$ cat src/verilog/reg_pkg.sv
`default_nettype none

package reg_pkg;

   localparam int NUM_REGS  = 8;
   localparam int GPR_LANES = 3;

   typedef logic [2:0] reg_id_t;
   typedef logic [1:0] op_size_t;
   typedef logic [NUM_REGS*GPR_LANES-1:0] gpr_sb_t;
   typedef logic [NUM_REGS-1:0] seg_sb_t;
   typedef logic [NUM_REGS-1:0] mm_sb_t;

   // Operand size encodings
   localparam op_size_t SZ_BYTE  = 2'b00;
   localparam op_size_t SZ_WORD  = 2'b01;
   localparam op_size_t SZ_DWORD = 2'b10;
   localparam op_size_t SZ_QWORD = 2'b11;

   // Lane groups of one GPR entry: low byte, second byte, upper half
   localparam logic [2:0] LANES_BYTE  = 3'b001;
   localparam logic [2:0] LANES_WORD  = 3'b011;
   localparam logic [2:0] LANES_DWORD = 3'b111;

   // Segment register number of CS
   localparam reg_id_t SEG_CS = 3'd1;

   typedef struct packed {
      gpr_sb_t gpr;
      seg_sb_t seg;
      mm_sb_t  mm;
   } sb_set_t;

   function automatic logic [2:0] lane_mask(op_size_t size);
      case (size)
         SZ_BYTE: return LANES_BYTE;
         SZ_WORD: return LANES_WORD;
         default: return LANES_DWORD;
      endcase
   endfunction

   // Lanes of register id at the given size, placed at bits 3n..3n+2
   function automatic gpr_sb_t gpr_lanes(reg_id_t id, op_size_t size);
      return gpr_sb_t'(lane_mask(size)) << (GPR_LANES * id);
   endfunction

   function automatic logic [NUM_REGS-1:0] reg_bit(reg_id_t id);
      return {{(NUM_REGS-1){1'b0}}, 1'b1} << id;
   endfunction

endpackage

`default_nettype wire

$ cat src/verilog/agen_pkg.sv
`default_nettype none

package agen_pkg;

   // IDT entry addresses for the events handled in this stage
   localparam logic [31:0] IDT_NMI_VEC = 32'h0000_0010;
   localparam logic [31:0] IDT_GP_VEC  = 32'h0000_0068;
   localparam logic [31:0] IDT_PF_VEC  = 32'h0000_0070;

   // Control-store bits used by AG1
   typedef struct packed {
      logic             next_eip_sel;
      logic             jmp_rel;
      logic             next_cs_sel;
      logic [1:0]       a_sel;
      logic             b_sel;
      logic             is_far_call;
      logic             jmp_stall;
      logic             is_near_ret;
      logic             is_far_ret;
      logic             sp_push;
      logic             sp_add_pop;
      logic             sp_use_temp;
      logic             is_cmpxchg;
      logic             sr2_needed;
      logic             seg2_needed;
      logic             mm2_needed;
      logic             drid1_sel;
      logic             ld_gpr2;
      logic             ld_gpr3;
      logic             ld_seg;
      logic             ld_cs;
      reg_pkg::reg_id_t dr3;
   } uop_ctrl_t;

   // MM word, either raw data or a pushed far return frame
   typedef union packed {
      logic [63:0] raw;
      struct packed {
         logic [15:0] pad16;
         logic [15:0] sel;
         logic [31:0] ret_eip;
      } far_frame;
   } mm_word_u;

   typedef struct packed {
      logic              v;
      uop_ctrl_t         ctrl;
      logic [31:0]       eip;
      logic [15:0]       cs;
      logic [47:0]       offset48;
      logic [31:0]       imm32;
      logic [31:0]       disp32;
      reg_pkg::reg_id_t  sr1;
      reg_pkg::reg_id_t  sr2;
      reg_pkg::reg_id_t  sr3;
      reg_pkg::reg_id_t  sib_i;
      reg_pkg::reg_id_t  seg1;
      reg_pkg::reg_id_t  seg2;
      reg_pkg::op_size_t sr1_size;
      reg_pkg::op_size_t sr2_size;
      reg_pkg::op_size_t dr1_size;
      reg_pkg::op_size_t dr2_size;
      reg_pkg::op_size_t mem_size;
      logic              sr1_needed;
      logic              seg1_needed;
      logic              mm1_needed;
      logic              base_en;
      logic              disp_en;
      logic              sib_en;
      logic              seg_from_cs;
      logic              ld_gpr1;
      logic              ld_mm;
      logic [1:0]        sib_scale;
      logic [31:0]       sr1_data;
      logic [31:0]       sr2_data;
      logic [31:0]       sr3_data;
      logic [31:0]       sib_i_data;
      logic [15:0]       seg1_data;
      logic [15:0]       seg2_data;
      logic [63:0]       mm1_data;
      logic [63:0]       mm2_data;
      logic              nmi;
      logic              gp;
      logic              pf;
   } agen_in_t;

   typedef struct packed {
      logic             v;
      logic [31:0]      neip;
      logic [15:0]      ncs;
      logic [31:0]      a;
      logic [31:0]      b;
      mm_word_u         mm_a;
      logic [63:0]      mm_b;
      logic [31:0]      sp_xchg;
      logic [31:0]      base_disp;
      logic [31:0]      sib_seg;
      logic [31:0]      sib_si;
      logic [31:0]      int_addr;
      reg_pkg::reg_id_t drid1;
      reg_pkg::reg_id_t drid2;
      logic             exc_v;
      reg_pkg::sb_set_t sb;
   } agen_out_t;

endpackage

`default_nettype wire

$ cat src/verilog/agen_stage1.sv
`default_nettype none

module agen_stage1 (
   input  wire logic               CLK,
   input  wire logic               rst_n,
   input  wire agen_pkg::agen_in_t d,
   input  wire reg_pkg::sb_set_t   ag2_sb,
   input  wire reg_pkg::sb_set_t   me_sb,
   input  wire reg_pkg::sb_set_t   ex_sb,
   input  wire logic               ag2_v,
   input  wire logic               me_v,
   input  wire logic               ex_v,
   input  wire logic               hold,
   output agen_pkg::agen_out_t     q,
   output logic                    stall,
   output logic                    jmp_stall
);

   import reg_pkg::*;
   import agen_pkg::*;

   agen_out_t   res;
   agen_out_t   out_q;
   logic        out_v;
   logic        hazard;
   logic        accept;
   logic        any_event;
   logic [31:0] rel_off;
   logic [31:0] sp_next;
   logic [31:0] base_disp;
   logic [31:0] sib_si;
   logic [31:0] sib_seg;
   sb_set_t     sb;

   effective_addr u_effective_addr (
      .d         (d),
      .base_disp (base_disp),
      .sib_si    (sib_si),
      .sib_seg   (sib_seg)
   );

   stack_ptr_unit u_stack_ptr_unit (
      .CLK     (CLK),
      .rst_n   (rst_n),
      .accept  (accept),
      .d       (d),
      .sp_next (sp_next)
   );

   dep_check u_dep_check (
      .d      (d),
      .ag2_sb (ag2_sb),
      .me_sb  (me_sb),
      .ex_sb  (ex_sb),
      .ag2_v  (ag2_v),
      .me_v   (me_v),
      .ex_v   (ex_v),
      .hazard (hazard)
   );

   scoreboard_gen u_scoreboard_gen (
      .d     (d),
      .drid1 (res.drid1),
      .drid2 (res.drid2),
      .sb    (sb)
   );

   assign stall     = hold | hazard;
   assign accept    = d.v & ~stall;
   assign any_event = d.nmi | d.gp | d.pf;
   assign rel_off   = d.ctrl.jmp_rel ? d.offset48[31:0] : 32'h0;

   // Branches and returns hold fetch until the target is known
   assign jmp_stall = d.v & (d.ctrl.jmp_stall | d.ctrl.is_near_ret | d.ctrl.is_far_ret);

   always_comb begin
      res.v    = d.v;
      res.neip = d.ctrl.next_eip_sel ? d.offset48[31:0] : d.eip + rel_off;
      res.ncs  = d.ctrl.next_cs_sel ? d.offset48[47:32] : d.cs;

      case (d.ctrl.a_sel)
         2'd0:    res.a = d.sr1_data;
         2'd1:    res.a = {16'h0, d.seg1_data};
         2'd2:    res.a = {16'h0, d.seg2_data};
         default: res.a = {16'h0, d.cs};
      endcase
      res.b = d.ctrl.b_sel ? d.imm32 : d.sr2_data;

      // Return frame pushed by far calls and events
      if (any_event || (d.ctrl.is_far_call && d.mem_size == SZ_QWORD)) begin
         res.mm_a.far_frame.pad16   = 16'h0;
         res.mm_a.far_frame.sel     = d.cs;
         res.mm_a.far_frame.ret_eip = d.eip;
      end else if (d.ctrl.is_far_call && d.mem_size == SZ_DWORD) begin
         res.mm_a.raw = {d.mm1_data[63:32], d.cs, d.eip[15:0]};
      end else if (d.ctrl.is_far_call || d.ctrl.jmp_stall) begin
         res.mm_a.raw = {d.mm1_data[63:32], d.eip};
      end else begin
         res.mm_a.raw = d.mm1_data;
      end
      res.mm_b = d.mm2_data;

      res.sp_xchg   = d.ctrl.is_cmpxchg ? d.sr3_data : sp_next;
      res.base_disp = base_disp;
      res.sib_seg   = sib_seg;
      res.sib_si    = sib_si;

      // GP wins over PF, PF over NMI
      if (d.gp) begin
         res.int_addr = IDT_GP_VEC;
      end else if (d.pf) begin
         res.int_addr = IDT_PF_VEC;
      end else begin
         res.int_addr = IDT_NMI_VEC;
      end

      res.drid1 = d.ctrl.drid1_sel ? d.sr2 : d.sr1;
      res.drid2 = d.sr2;
      res.exc_v = d.v & any_event;
      res.sb    = sb;
   end

   // A hazard drops the valid, a hold freezes everything
   always_ff @(posedge CLK or negedge rst_n) begin
      if (!rst_n) begin
         out_v <= 1'b0;
      end else if (!hold) begin
         out_v <= d.v & ~hazard;
      end
   end

   always_ff @(posedge CLK) begin
      if (!stall) begin
         out_q <= res;
      end
   end

   always_comb begin
      q   = out_q;
      q.v = out_v;
   end

endmodule

`default_nettype wire

$ cat src/verilog/agen_top.sv
`default_nettype none

module agen_top (
   input  wire logic               CLK,
   input  wire logic               rst_n,
   input  wire agen_pkg::agen_in_t in,
   input  wire reg_pkg::sb_set_t   ag2_sb,
   input  wire reg_pkg::sb_set_t   me_sb,
   input  wire reg_pkg::sb_set_t   ex_sb,
   input  wire logic               ag2_v,
   input  wire logic               me_v,
   input  wire logic               ex_v,
   input  wire logic               hold,
   output agen_pkg::agen_out_t     out,
   output logic                    stall,
   output logic                    jmp_stall
);

   // First address-generation stage
   agen_stage1 u_agen_stage1 (
      .CLK       (CLK),
      .rst_n     (rst_n),
      .d         (in),
      .ag2_sb    (ag2_sb),
      .me_sb     (me_sb),
      .ex_sb     (ex_sb),
      .ag2_v     (ag2_v),
      .me_v      (me_v),
      .ex_v      (ex_v),
      .hold      (hold),
      .q         (out),
      .stall     (stall),
      .jmp_stall (jmp_stall)
   );

endmodule

`default_nettype wire

$ cat src/verilog/dep_check.sv
`default_nettype none

module dep_check (
   input  wire agen_pkg::agen_in_t d,
   input  wire reg_pkg::sb_set_t   ag2_sb,
   input  wire reg_pkg::sb_set_t   me_sb,
   input  wire reg_pkg::sb_set_t   ex_sb,
   input  wire logic               ag2_v,
   input  wire logic               me_v,
   input  wire logic               ex_v,
   output logic                    hazard
);

   import reg_pkg::*;

   sb_set_t need;
   logic    hit_ag2;
   logic    hit_me;
   logic    hit_ex;

   // Overlap of the needed sources with one stage's reservations
   function automatic logic sb_hit(sb_set_t src, sb_set_t sb);
      return (|(src.gpr & sb.gpr)) | (|(src.seg & sb.seg)) | (|(src.mm & sb.mm));
   endfunction

   // Collect every lane and register bit this micro-op reads
   always_comb begin
      need = '0;
      if (d.sr1_needed) begin
         need.gpr = need.gpr | gpr_lanes(d.sr1, d.sr1_size);
      end
      if (d.ctrl.sr2_needed) begin
         need.gpr = need.gpr | gpr_lanes(d.sr2, d.sr2_size);
      end
      // CMPXCHG compares against SR3 at the accumulator size
      if (d.ctrl.is_cmpxchg) begin
         need.gpr = need.gpr | gpr_lanes(d.sr3, d.sr2_size);
      end
      if (d.sib_en) begin
         need.gpr = need.gpr | gpr_lanes(d.sib_i, SZ_DWORD);
      end
      if (d.seg1_needed) begin
         need.seg = need.seg | reg_bit(d.seg1);
      end
      if (d.ctrl.seg2_needed) begin
         need.seg = need.seg | reg_bit(d.seg2);
      end
      if (d.mm1_needed) begin
         need.mm = need.mm | reg_bit(d.sr1);
      end
      if (d.ctrl.mm2_needed) begin
         need.mm = need.mm | reg_bit(d.sr2);
      end
   end

   assign hit_ag2 = ag2_v & sb_hit(need, ag2_sb);
   assign hit_me  = me_v & sb_hit(need, me_sb);
   assign hit_ex  = ex_v & sb_hit(need, ex_sb);

   // An empty slot never stalls
   assign hazard = d.v & (hit_ag2 | hit_me | hit_ex);

endmodule

`default_nettype wire

$ cat src/verilog/effective_addr.sv
`default_nettype none

module effective_addr (
   input  wire agen_pkg::agen_in_t d,
   output logic [31:0]             base_disp,
   output logic [31:0]             sib_si,
   output logic [31:0]             sib_seg
);

   logic [31:0] base_val;
   logic [31:0] disp_val;
   logic [31:0] idx_shifted;
   logic [15:0] seg_sel;

   // Base register and displacement, each optional
   always_comb begin
      base_val = d.base_en ? d.sr1_data : 32'h0;
      disp_val = d.disp_en ? d.disp32 : 32'h0;
   end

   assign base_disp = base_val + disp_val;

   // Scaled index, scale is a power of two from 1 to 8
   assign idx_shifted = d.sib_i_data << d.sib_scale;

   always_comb begin
      if (d.sib_en) begin
         sib_si = idx_shifted;
      end else begin
         sib_si = 32'h0;
      end
   end

   // Segment base comes from SEG1 or from CS for code-relative forms
   assign seg_sel = d.seg_from_cs ? d.cs : d.seg1_data;

   // Segment sits in the upper half of the partial address
   assign sib_seg = {seg_sel, 16'h0000} + sib_si;

endmodule

`default_nettype wire

$ cat src/verilog/scoreboard_gen.sv
`default_nettype none

module scoreboard_gen (
   input  wire agen_pkg::agen_in_t d,
   input  wire reg_pkg::reg_id_t   drid1,
   input  wire reg_pkg::reg_id_t   drid2,
   output reg_pkg::sb_set_t        sb
);

   import reg_pkg::*;

   gpr_sb_t gpr_res;
   seg_sb_t seg_res;
   mm_sb_t  mm_res;

   // GPR lanes written back by this micro-op
   always_comb begin
      gpr_res = '0;
      if (d.ld_gpr1) begin
         gpr_res = gpr_res | gpr_lanes(drid1, d.dr1_size);
      end
      if (d.ctrl.ld_gpr2) begin
         gpr_res = gpr_res | gpr_lanes(drid2, d.dr2_size);
      end
      // Third destination is always a full dword
      if (d.ctrl.ld_gpr3) begin
         gpr_res = gpr_res | gpr_lanes(d.ctrl.dr3, SZ_DWORD);
      end
   end

   always_comb begin
      seg_res = '0;
      if (d.ctrl.ld_seg) begin
         seg_res = seg_res | reg_bit(d.seg1);
      end
      // Far transfers reload CS
      if (d.ctrl.ld_cs) begin
         seg_res = seg_res | reg_bit(SEG_CS);
      end
   end

   assign mm_res = d.ld_mm ? reg_bit(drid1) : '0;

   always_comb begin
      if (d.v) begin
         sb.gpr = gpr_res;
         sb.seg = seg_res;
         sb.mm  = mm_res;
      end else begin
         sb = '0;
      end
   end

endmodule

`default_nettype wire

$ cat src/verilog/stack_ptr_unit.sv
`default_nettype none

module stack_ptr_unit (
   input  wire logic               CLK,
   input  wire logic               rst_n,
   input  wire logic               accept,
   input  wire agen_pkg::agen_in_t d,
   output logic [31:0]             sp_next
);

   import reg_pkg::*;

   logic [31:0] temp_sp;
   logic [3:0]  prev_pop_size;
   logic [3:0]  pop_size;
   logic [31:0] step;
   logic [31:0] base;

   // Bytes moved per stack access; byte pushes still move a word
   always_comb begin
      case (d.mem_size)
         SZ_QWORD: pop_size = 4'd8;
         SZ_DWORD: pop_size = 4'd4;
         SZ_WORD:  pop_size = 4'd2;
         default:  pop_size = 4'd2;
      endcase
   end

   always_comb begin
      if (!d.ctrl.sp_push) begin
         step = 32'h0;
      end else if (d.ctrl.sp_add_pop) begin
         // Pop walks up by the size of the previous access
         step = {28'h0, prev_pop_size};
      end else begin
         step = -{28'h0, pop_size};
      end
   end

   // Multi-access sequences continue from the temporary SP
   assign base    = d.ctrl.sp_use_temp ? temp_sp : d.sr2_data;
   assign sp_next = base + step;

   always_ff @(posedge CLK or negedge rst_n) begin
      if (!rst_n) begin
         temp_sp       <= 32'h0;
         prev_pop_size <= 4'h0;
      end else if (accept) begin
         temp_sp       <= sp_next;
         prev_pop_size <= pop_size;
      end
   end

endmodule

`default_nettype wire
$ cat config.mk
export PLATFORM = sky130hd
export DESIGN_NAME = agen_top
export DESIGN_NICKNAME = d
export VERILOG_FILES = /design/src/verilog/reg_pkg.sv /design/src/verilog/agen_pkg.sv /design/src/verilog/agen_stage1.sv /design/src/verilog/agen_top.sv /design/src/verilog/dep_check.sv /design/src/verilog/effective_addr.sv /design/src/verilog/scoreboard_gen.sv /design/src/verilog/stack_ptr_unit.sv
export SDC_FILE = /design/constraint.sdc
export NUM_CORES = 1
export LEC_CHECK = 0
export ABC_AREA = 1
export ABC_CLOCK_PERIOD_IN_PS = 36100
export CORE_AREA = 4 4 423 425
export DETAILED_ROUTE_END_ITERATION = 8
export DIE_AREA = 0 0 427 429
export DONT_BUFFER_PORTS = 1
export PLACE_DENSITY = 0.39
export SYNTH_ARGS = -nofsm -noshare
export SYNTH_HDL_FRONTEND = slang
export SYNTH_SLANG_ARGS = --single-unit
$ cat constraint.sdc
create_clock -name CLK -period 36.1 [get_ports CLK]
set_input_delay 7.22 -clock CLK [delete_from_list [all_inputs] [get_ports CLK]]
set_output_delay 7.22 -clock CLK [all_outputs]
set_load 0.01 [all_outputs]
==> results.cfg, run 1 <==
[cts]
root_buffer = clkbuf_16
worstSkewPairLatency_ps = 680
htreeDepth = 2
cts.sinks = 438
cts_buffer_depth = 3
cts_setup_buffers = 0
cts_buffers = 58
cts_resized = 0
cts_tree = done
holdBufCountCts = 0
path_clk_slew_ps = 50

[sta]
rsz0062_at_grt = false
period_needed_ps = 17120
max_freq_mhz = 58.41
finalMaxSlewViolations = 0
finalHoldViolCount = 0
setup_viol = 0
worst_pin_slew_ps = 1051
fin_ws_ps = 18980
final.setup.tns_ps = 0
fin_skew_ps = 12.38
max_slew_margin = 0.2990
post-route-period-util = 0.4743

[cells_and_area]
synthToLayoutAreaGrowth_pct = 16.29
fin_util = 0.1794
regArea_sq_um = 12970
drive_gt1_frac = 0.04878
layout_common_cells = nand2_1 (979), edfxtp_1 (402), inv_1 (393), nor2_1 (255), o21ai_0 (199)
nNetsFinal = 3984
fillerInstances = 19946
layout_commonest_cell = nand2_1
multi_input_area_sq_um = 11900

[yosys]
synth-main-ff-cell = edfxtp_1
synthDistinctLibCells = 51
ys_ff_latch = 438
synth-edff-count = 402
synth_async_sr_flop_share = 0.08219
syn-cell-area_sq_um = 27040
yosysSeqAreaShare = 0.4797
synthCells = 3270
synth.avg_cell_area_sq_um = 8.270
yosys_warnings = 0

[global_routing]
grt-ovfl-total = 0
grt_use_total = 0.1539
grt_max_degree = 75
grt_first_pass_wirelength_mm = 196.4
grt_pass1_vias = 22741
antenna_found_initial = 35

[pwr]
max-vdd-ir-drop_mv = 0.03620
p_leak_nw = 13.32
cellPowerDensity_nw_per_um2 = 49.17
total_power_mw = 1.546

[worst_setup_path]
arrival_ps = 9900
rr_worst_depth = 15
worstReg2RegEnd = u_agen_stage1.q[202]$_DFFE_PN_
cp-startpoint = in[501]
endpoint_kind = output port
reg2reg_from = u_agen_stage1.u_stack_ptr_unit.prev_pop_size[1]$_DFFE_PN0P_
crit_fanout = 33
endpoint = stall
r2r_slack_ps = 32730
crit_type = in2out
required_ps = 28880
cp-start-kind = primary input

[placement]
post-place-ws_ps = 19000
io_buffer_count = 0
dp_hpwl_mm = 125.1
place_congestion = 0.9267

[die]
io_pins = 1092
dieHeight_um = 429
fp.coreArea_sq_um = 175300
core.rowCount = 154
die-area_sq_um = 183200
fp.dieW_um = 427
initial_core_util = 0.1542

[hold_path]
hp-class = reg2reg

[status]
status = finished, final reports clean

[flow_run]
cap_violations = 0

[detailed_routing]
drtPass1Iterations = 7
wl_mm = 148.4
drt-initial-drc-count = 1803
drtAntennaViolNets = 0
wl_per_cell_um = 26.33
remaining_drc_errors = 0
vias_per_cell = 4.125
vias = 23249
metal layers:
layer / vias to the layer above / part of all wire / track usage
met5: - / 0.00018 / 0
met4: 4 / 0.034 / 0.05416
met3: 214 / 0.059 / 0.03286
met2: 945 / 0.55 / 0.3019
met1: 11218 / 0.35 / 0.1582
li1: 10868 / - / -
logic make-up after synthesis:
| logic type | after synthesis | synth area share |
|---|---|---|
| AO/OA/AOI/OAI | 537 | 0.1123 |
| XOR/XNOR | 79 | 0.02559 |
| adder cells (fa/ha/maj) | 111 | 0.05247 |
| buffers and inverters | 550 | 0.08536 |
| flip-flops | 438 | 0.4797 |
| multiplexers | 43 | 0.01661 |
| other | 1 | 0.0001387 |
| AND/OR/NAND/NOR | 1511 | 0.2279 |
layout make-up:
type / instances / share of cell area
Sequential cell: 438 / 0.4125
Multi-Input combinational cell: 2309 / 0.3785
Tap cell: 2340 / 0.09310
Inverter: 405 / 0.04834
Clock buffer: 66 / 0.04711
Clock inverter: 43 / 0.01468
Timing Repair Buffer: 19 / 0.004536
Antenna cell: 16 / 0.001273
flip-flops by register name, summed over array words and instances (netlist names):
name,count
u_agen_stage1.out_v,1
u_agen_stage1.q,402
u_agen_stage1.u_stack_ptr_unit.prev_pop_size,3
u_agen_stage1.u_stack_ptr_unit.temp_sp,32
stage by stage:
| step | instance area, sq um | instances | hold slack (ps) |
|---|---|---|---|
| 5_1_grt | 31440 | 5634 | 484.9 |
| 2_1_floorplan | 27150 | 3297 | 436.7 |
| 3_3_place_gp | 29470 | 5511 | 450.7 |
| 4_1_cts | 31410 | 5620 | 468.6 |
| 3_5_place_dp | 29470 | 5511 | 454.4 |
| 6_report | 31450 | 5636 | 468.0 |
synthesized netlist by cell type, drive strengths merged (24+ instances only):
master / count / share of area
a21oi: 161 / 0.030
mux2i: 28 / 0.010
o21ai: 210 / 0.039
xnor2: 29 / 0.0094
a31oi: 38 / 0.0088
nand2: 985 / 0.14
nand4: 56 / 0.014
ha: 107 / 0.050
nor3: 24 / 0.0044
buf: 71 / 0.019
nor2: 262 / 0.037
inv: 399 / 0.055
edfxtp: 402 / 0.45
xor2: 50 / 0.016
dfrtp: 36 / 0.033
o22ai: 44 / 0.010
nand3: 159 / 0.029
clkbuf: 74 / 0.010
where the power goes:
group	switching (mW)	internal (mW)	leakage, nW
combinational	0.178	0.0780	8.23
clock	0.257	0.342	0.937
sequential	0.0633	0.627	4.15
total	0.499	1.05	13.3
worst max-delay path: stages:
cell     delay [ps]
inv_2           160
buf_4           410
nor2_1           80
nand3_1          90
nand2_1          90
o21ai_0         370
nand3_1         130
nor2_1          110
nand2_1          50
nor2_1          130
nand2_1          80
nand2_2         100
nand3_1         190
a21oi_4         410
inv_1           150
worst min-delay path by stage:
stage                                                                      from                                                     endpoint  slack [ps]  depth (start not counted)
finish                    u_agen_stage1.u_stack_ptr_unit.temp_sp[6]$_DFFE_PN0P_        u_agen_stage1.u_stack_ptr_unit.temp_sp[6]$_DFFE_PN0P_         470                          2
CTS                 u_agen_stage1.u_stack_ptr_unit.prev_pop_size[1]$_DFFE_PN0P_  u_agen_stage1.u_stack_ptr_unit.prev_pop_size[1]$_DFFE_PN0P_         470                          2
floorplan           u_agen_stage1.u_stack_ptr_unit.prev_pop_size[1]$_DFFE_PN0P_  u_agen_stage1.u_stack_ptr_unit.prev_pop_size[1]$_DFFE_PN0P_         440                          2
detailed placement  u_agen_stage1.u_stack_ptr_unit.prev_pop_size[1]$_DFFE_PN0P_  u_agen_stage1.u_stack_ptr_unit.prev_pop_size[1]$_DFFE_PN0P_         450                          2
global placement    u_agen_stage1.u_stack_ptr_unit.prev_pop_size[1]$_DFFE_PN0P_  u_agen_stage1.u_stack_ptr_unit.prev_pop_size[1]$_DFFE_PN0P_         450                          2
global route             u_agen_stage1.u_stack_ptr_unit.temp_sp[18]$_DFFE_PN0P_       u_agen_stage1.u_stack_ptr_unit.temp_sp[18]$_DFFE_PN0P_         480                          2
(Power assumes the default switching activity.)
==> run 2: changes to the inputs <==
--- a/config.mk
+++ b/config.mk
@@ -5,13 +5,13 @@
 export SDC_FILE = /design/constraint.sdc
 export NUM_CORES = 1
 export LEC_CHECK = 0
-export ABC_AREA = 1
-export ABC_CLOCK_PERIOD_IN_PS = 36100
-export CORE_AREA = 4 4 423 425
+export ABC_AREA = 0
+export ABC_CLOCK_PERIOD_IN_PS = 16200
+export CORE_AREA = 4 4 427 429
 export DETAILED_ROUTE_END_ITERATION = 8
-export DIE_AREA = 0 0 427 429
+export DIE_AREA = 0 0 431 433
 export DONT_BUFFER_PORTS = 1
-export PLACE_DENSITY = 0.39
+export PLACE_DENSITY = 0.38
 export SYNTH_ARGS = -nofsm -noshare
 export SYNTH_HDL_FRONTEND = slang
 export SYNTH_SLANG_ARGS = --single-unit
==> constraint.sdc (replaced) <==
create_clock -name CLK -period 16.2 [get_ports CLK]
set_input_delay 3.24 -clock CLK [delete_from_list [all_inputs] [get_ports CLK]]
set_output_delay 3.24 -clock CLK [all_outputs]
set_load 0.01 [all_outputs]
==> run 2 against run 1 <==
Effect of this change: critical path depth is 5 lower; power increased by 130%; hold slack better by 14 ps; global-route usage fell by 2.5 points; count of clock-buffer cells in the layout rose by 6; critical endpoint unchanged; sequential share of layout area is 1.2 points higher; register-to-register slack got worse by 21000 ps; cell count down 17%; setup slack worse by 13000 ps; first-iteration DRC count down 22%; non-clock buffer count is 3 lower; design area decreased by 2.9%.
==> results.cfg, run 2 <==
[cells_and_area]
synthToLayoutAreaGrowth_pct = 17.17
nNetsFinal = 2987
largest_reg_flops = 402
drive_gt1_frac = 0.1373
fillerInstances = 19585
layout_common_cells = edfxtp_1 (402), and2_1 (158), nor2_1 (149), nand2_1 (143), mux2_2 (136)
final_cells = 4657
layout_commonest_cell = edfxtp_1

[worst_setup_path]
endpoint = stall
cp-start-kind = primary input
crit_fanout = 47
rr_worst_depth = 13
worstReg2RegEnd = u_agen_stage1.q[205]$_DFFE_PN_
endpoint_kind = output port
arrival_ps = 6770
crit_type = in2out
cp-startpoint = in[320]
reg2reg_from = u_agen_stage1.u_stack_ptr_unit.prev_pop_size[3]$_DFFE_PN0P_
required_ps = 12960
r2r_slack_ps = 11520

[global_routing]
grt_use_total = 0.1286
grt_first_pass_wirelength_mm = 167.5
antenna_found_initial = 43
grt_pass1_vias = 18817
busiest_layer = met2
use_met1 = 0.1423
grt_max_degree = 69
met3_usage = 0.03467
grt-ovfl-total = 0
use_met2 = 0.2365

[die]
die-area_sq_um = 186600
core.rowCount = 155
io_pins = 1092
fp.dieW_um = 431
dieHeight_um = 433
fp.coreArea_sq_um = 178200
initial_core_util = 0.1462

[sta]
period_needed_ps = 10010
finalMaxSlewViolations = 0
max_freq_mhz = 99.86
finalHoldViolCount = 0
max_slew_margin = 0.3635
worst_pin_slew_ps = 954.8
post-route-period-util = 0.6182
rsz0062_at_grt = false
final.setup.tns_ps = 0
setup_viol = 0
fin_skew_ps = 8.386

[detailed_routing]
vias = 19050
drtPass1Iterations = 5
wl_mm = 127.4
wl_per_cell_um = 27.36
remaining_drc_errors = 0
vias_per_cell = 4.091
drt-initial-drc-count = 1405
drtAntennaViolNets = 0

[cts]
holdBufCountCts = 0
worstSkewPairLatency_ps = 660
path_clk_slew_ps = 60
cts.sinks = 438
cts_setup_buffers = 0
cts_buffer_depth = 3
cts_buffers = 56
htreeDepth = 2
cts_resized = 0
cts_tree = done
root_buffer = clkbuf_16

[placement]
io_buffer_count = 0
dp_hpwl_mm = 105.5
place_congestion = 0.9756
place_inst = 4531

[yosys]
synth_most_common_cell = edfxtp_1
synth_top_area_frac = 0.4633
synth.avg_cell_area_sq_um = 11.48
synthCells = 2269
yosys.area.top_type = edfxtp_1
synthDistinctLibCells = 86
synth_common_cells = edfxtp_1 (402), and2_1 (158), nor2_1 (149)
yosys_warnings = 0
synth_async_sr_flop_share = 0.08219
yosys-top-cells-area = edfxtp_1 (46%), mux2_2 (5.9%), ha_1 (5.1%)
synth-main-ff-cell = edfxtp_1
synth-edff-count = 402
ys_ff_latch = 438
syn-cell-area_sq_um = 26060
yosysSeqAreaShare = 0.4978

[hold_path]
hp-class = reg2reg

[pwr]
max-vdd-ir-drop_mv = 0.07189
cellPowerDensity_nw_per_um2 = 115.2
p_leak_nw = 10.47

[flow_run]
cap_violations = 0

[status]
status = finished, final reports clean
==> run 2: cell types whose count changed after synthesis, sizes merged, moves of 20 or more <==
cell	before	now
a21o	16	36
a21oi	161	114
a22oi	0	35
a31oi	38	9
and2	2	158
inv	399	80
mux2	15	143
mux4	0	43
nand2	985	143
nand2b	0	24
nand3	159	38
nand4	56	29
nor2	262	149
o21ai	210	116
==> run 2: worst min-delay path by stage <==
stage | depth (start not counted) | end | startpoint
final | 1 | u_agen_stage1.u_stack_ptr_unit.temp_sp[2]$_DFFE_PN0P_ | u_agen_stage1.u_stack_ptr_unit.temp_sp[2]$_DFFE_PN0P_
after global placement | 1 | u_agen_stage1.u_stack_ptr_unit.temp_sp[3]$_DFFE_PN0P_ | u_agen_stage1.u_stack_ptr_unit.temp_sp[3]$_DFFE_PN0P_
after CTS | 1 | u_agen_stage1.u_stack_ptr_unit.temp_sp[2]$_DFFE_PN0P_ | u_agen_stage1.u_stack_ptr_unit.temp_sp[2]$_DFFE_PN0P_
after floorplan | 1 | u_agen_stage1.u_stack_ptr_unit.temp_sp[14]$_DFFE_PN0P_ | u_agen_stage1.u_stack_ptr_unit.temp_sp[14]$_DFFE_PN0P_
after detailed placement | 1 | u_agen_stage1.u_stack_ptr_unit.temp_sp[1]$_DFFE_PN0P_ | u_agen_stage1.u_stack_ptr_unit.temp_sp[1]$_DFFE_PN0P_
after global routing | 1 | u_agen_stage1.u_stack_ptr_unit.prev_pop_size[2]$_DFFE_PN0P_ | u_agen_stage1.u_stack_ptr_unit.prev_pop_size[2]$_DFFE_PN0P_
==> run 2: layout make-up <==
cell class / count / area [sq um] / share of cell area
Multi-Input combinational cell: 1641 / 12200 / 0.3994
Sequential cell: 438 / 12970 / 0.4249
Antenna cell: 23 / 57.56 / 0.001885
Clock buffer: 72 / 1533 / 0.05020
Inverter: 81 / 304.0 / 0.009958
Tap cell: 2355 / 2947 / 0.09651
Timing Repair Buffer: 16 / 120.1 / 0.003934
Clock inverter: 31 / 402.9 / 0.01320
==> run 2: power by group <==
part	internal, mW	switching, mW
clock network	0.797	0.537
logic	0.264	0.356
registers	1.41	0.151
total	2.47	1.04
==> run 2: cell families (layout without fill, tap and decap cells) <==
family	Yosys count	after routing	share of synthesized area
xor+xnor	82	82	0.02756
mux	224	224	0.1136
fa+ha+maj	111	111	0.05445
buf+inv	217	200	0.03966
simple gates	698	698	0.1422
other cells	1	51	0.0001439
flops	438	438	0.4978
compound gates	498	498	0.1246
==> run 2: per-stage QoR <==
stage                     instance area, sq um  hold WS [ps]  worst slack [ps]  total power [mW]  utilization
after detailed placement                 28540         473.0              6194             2.219       0.1601
after global placement                   28540         462.9              6160             2.217       0.1601
after global routing                     30490         500.9              6065             3.704       0.1711
after floorplan                          26170         452.2             430.8             2.032            -
after CTS                                30470         486.2              6176             3.589       0.1710
final                                    30530         481.6              6185             3.519       0.1713
==> run 2: routing by layer <==
| layer | up-vias | share of wire |
|---|---|---|
| li1 | 8485 | - |
| met2 | 950 | 0.52 |
| met5 | - | 0.00056 |
| met4 | 12 | 0.038 |
| met3 | 197 | 0.074 |
| met1 | 9406 | 0.37 |
==> run 2: critical path, stage by stage <==
cell	delay (ps)
nand4b_1	160
nand4_1	260
a22o_1	300
a221o_1	250
or4_1	620
o41a_1	470
or3_1	420
a21oi_4	150
buf_4	560
inv_1	210
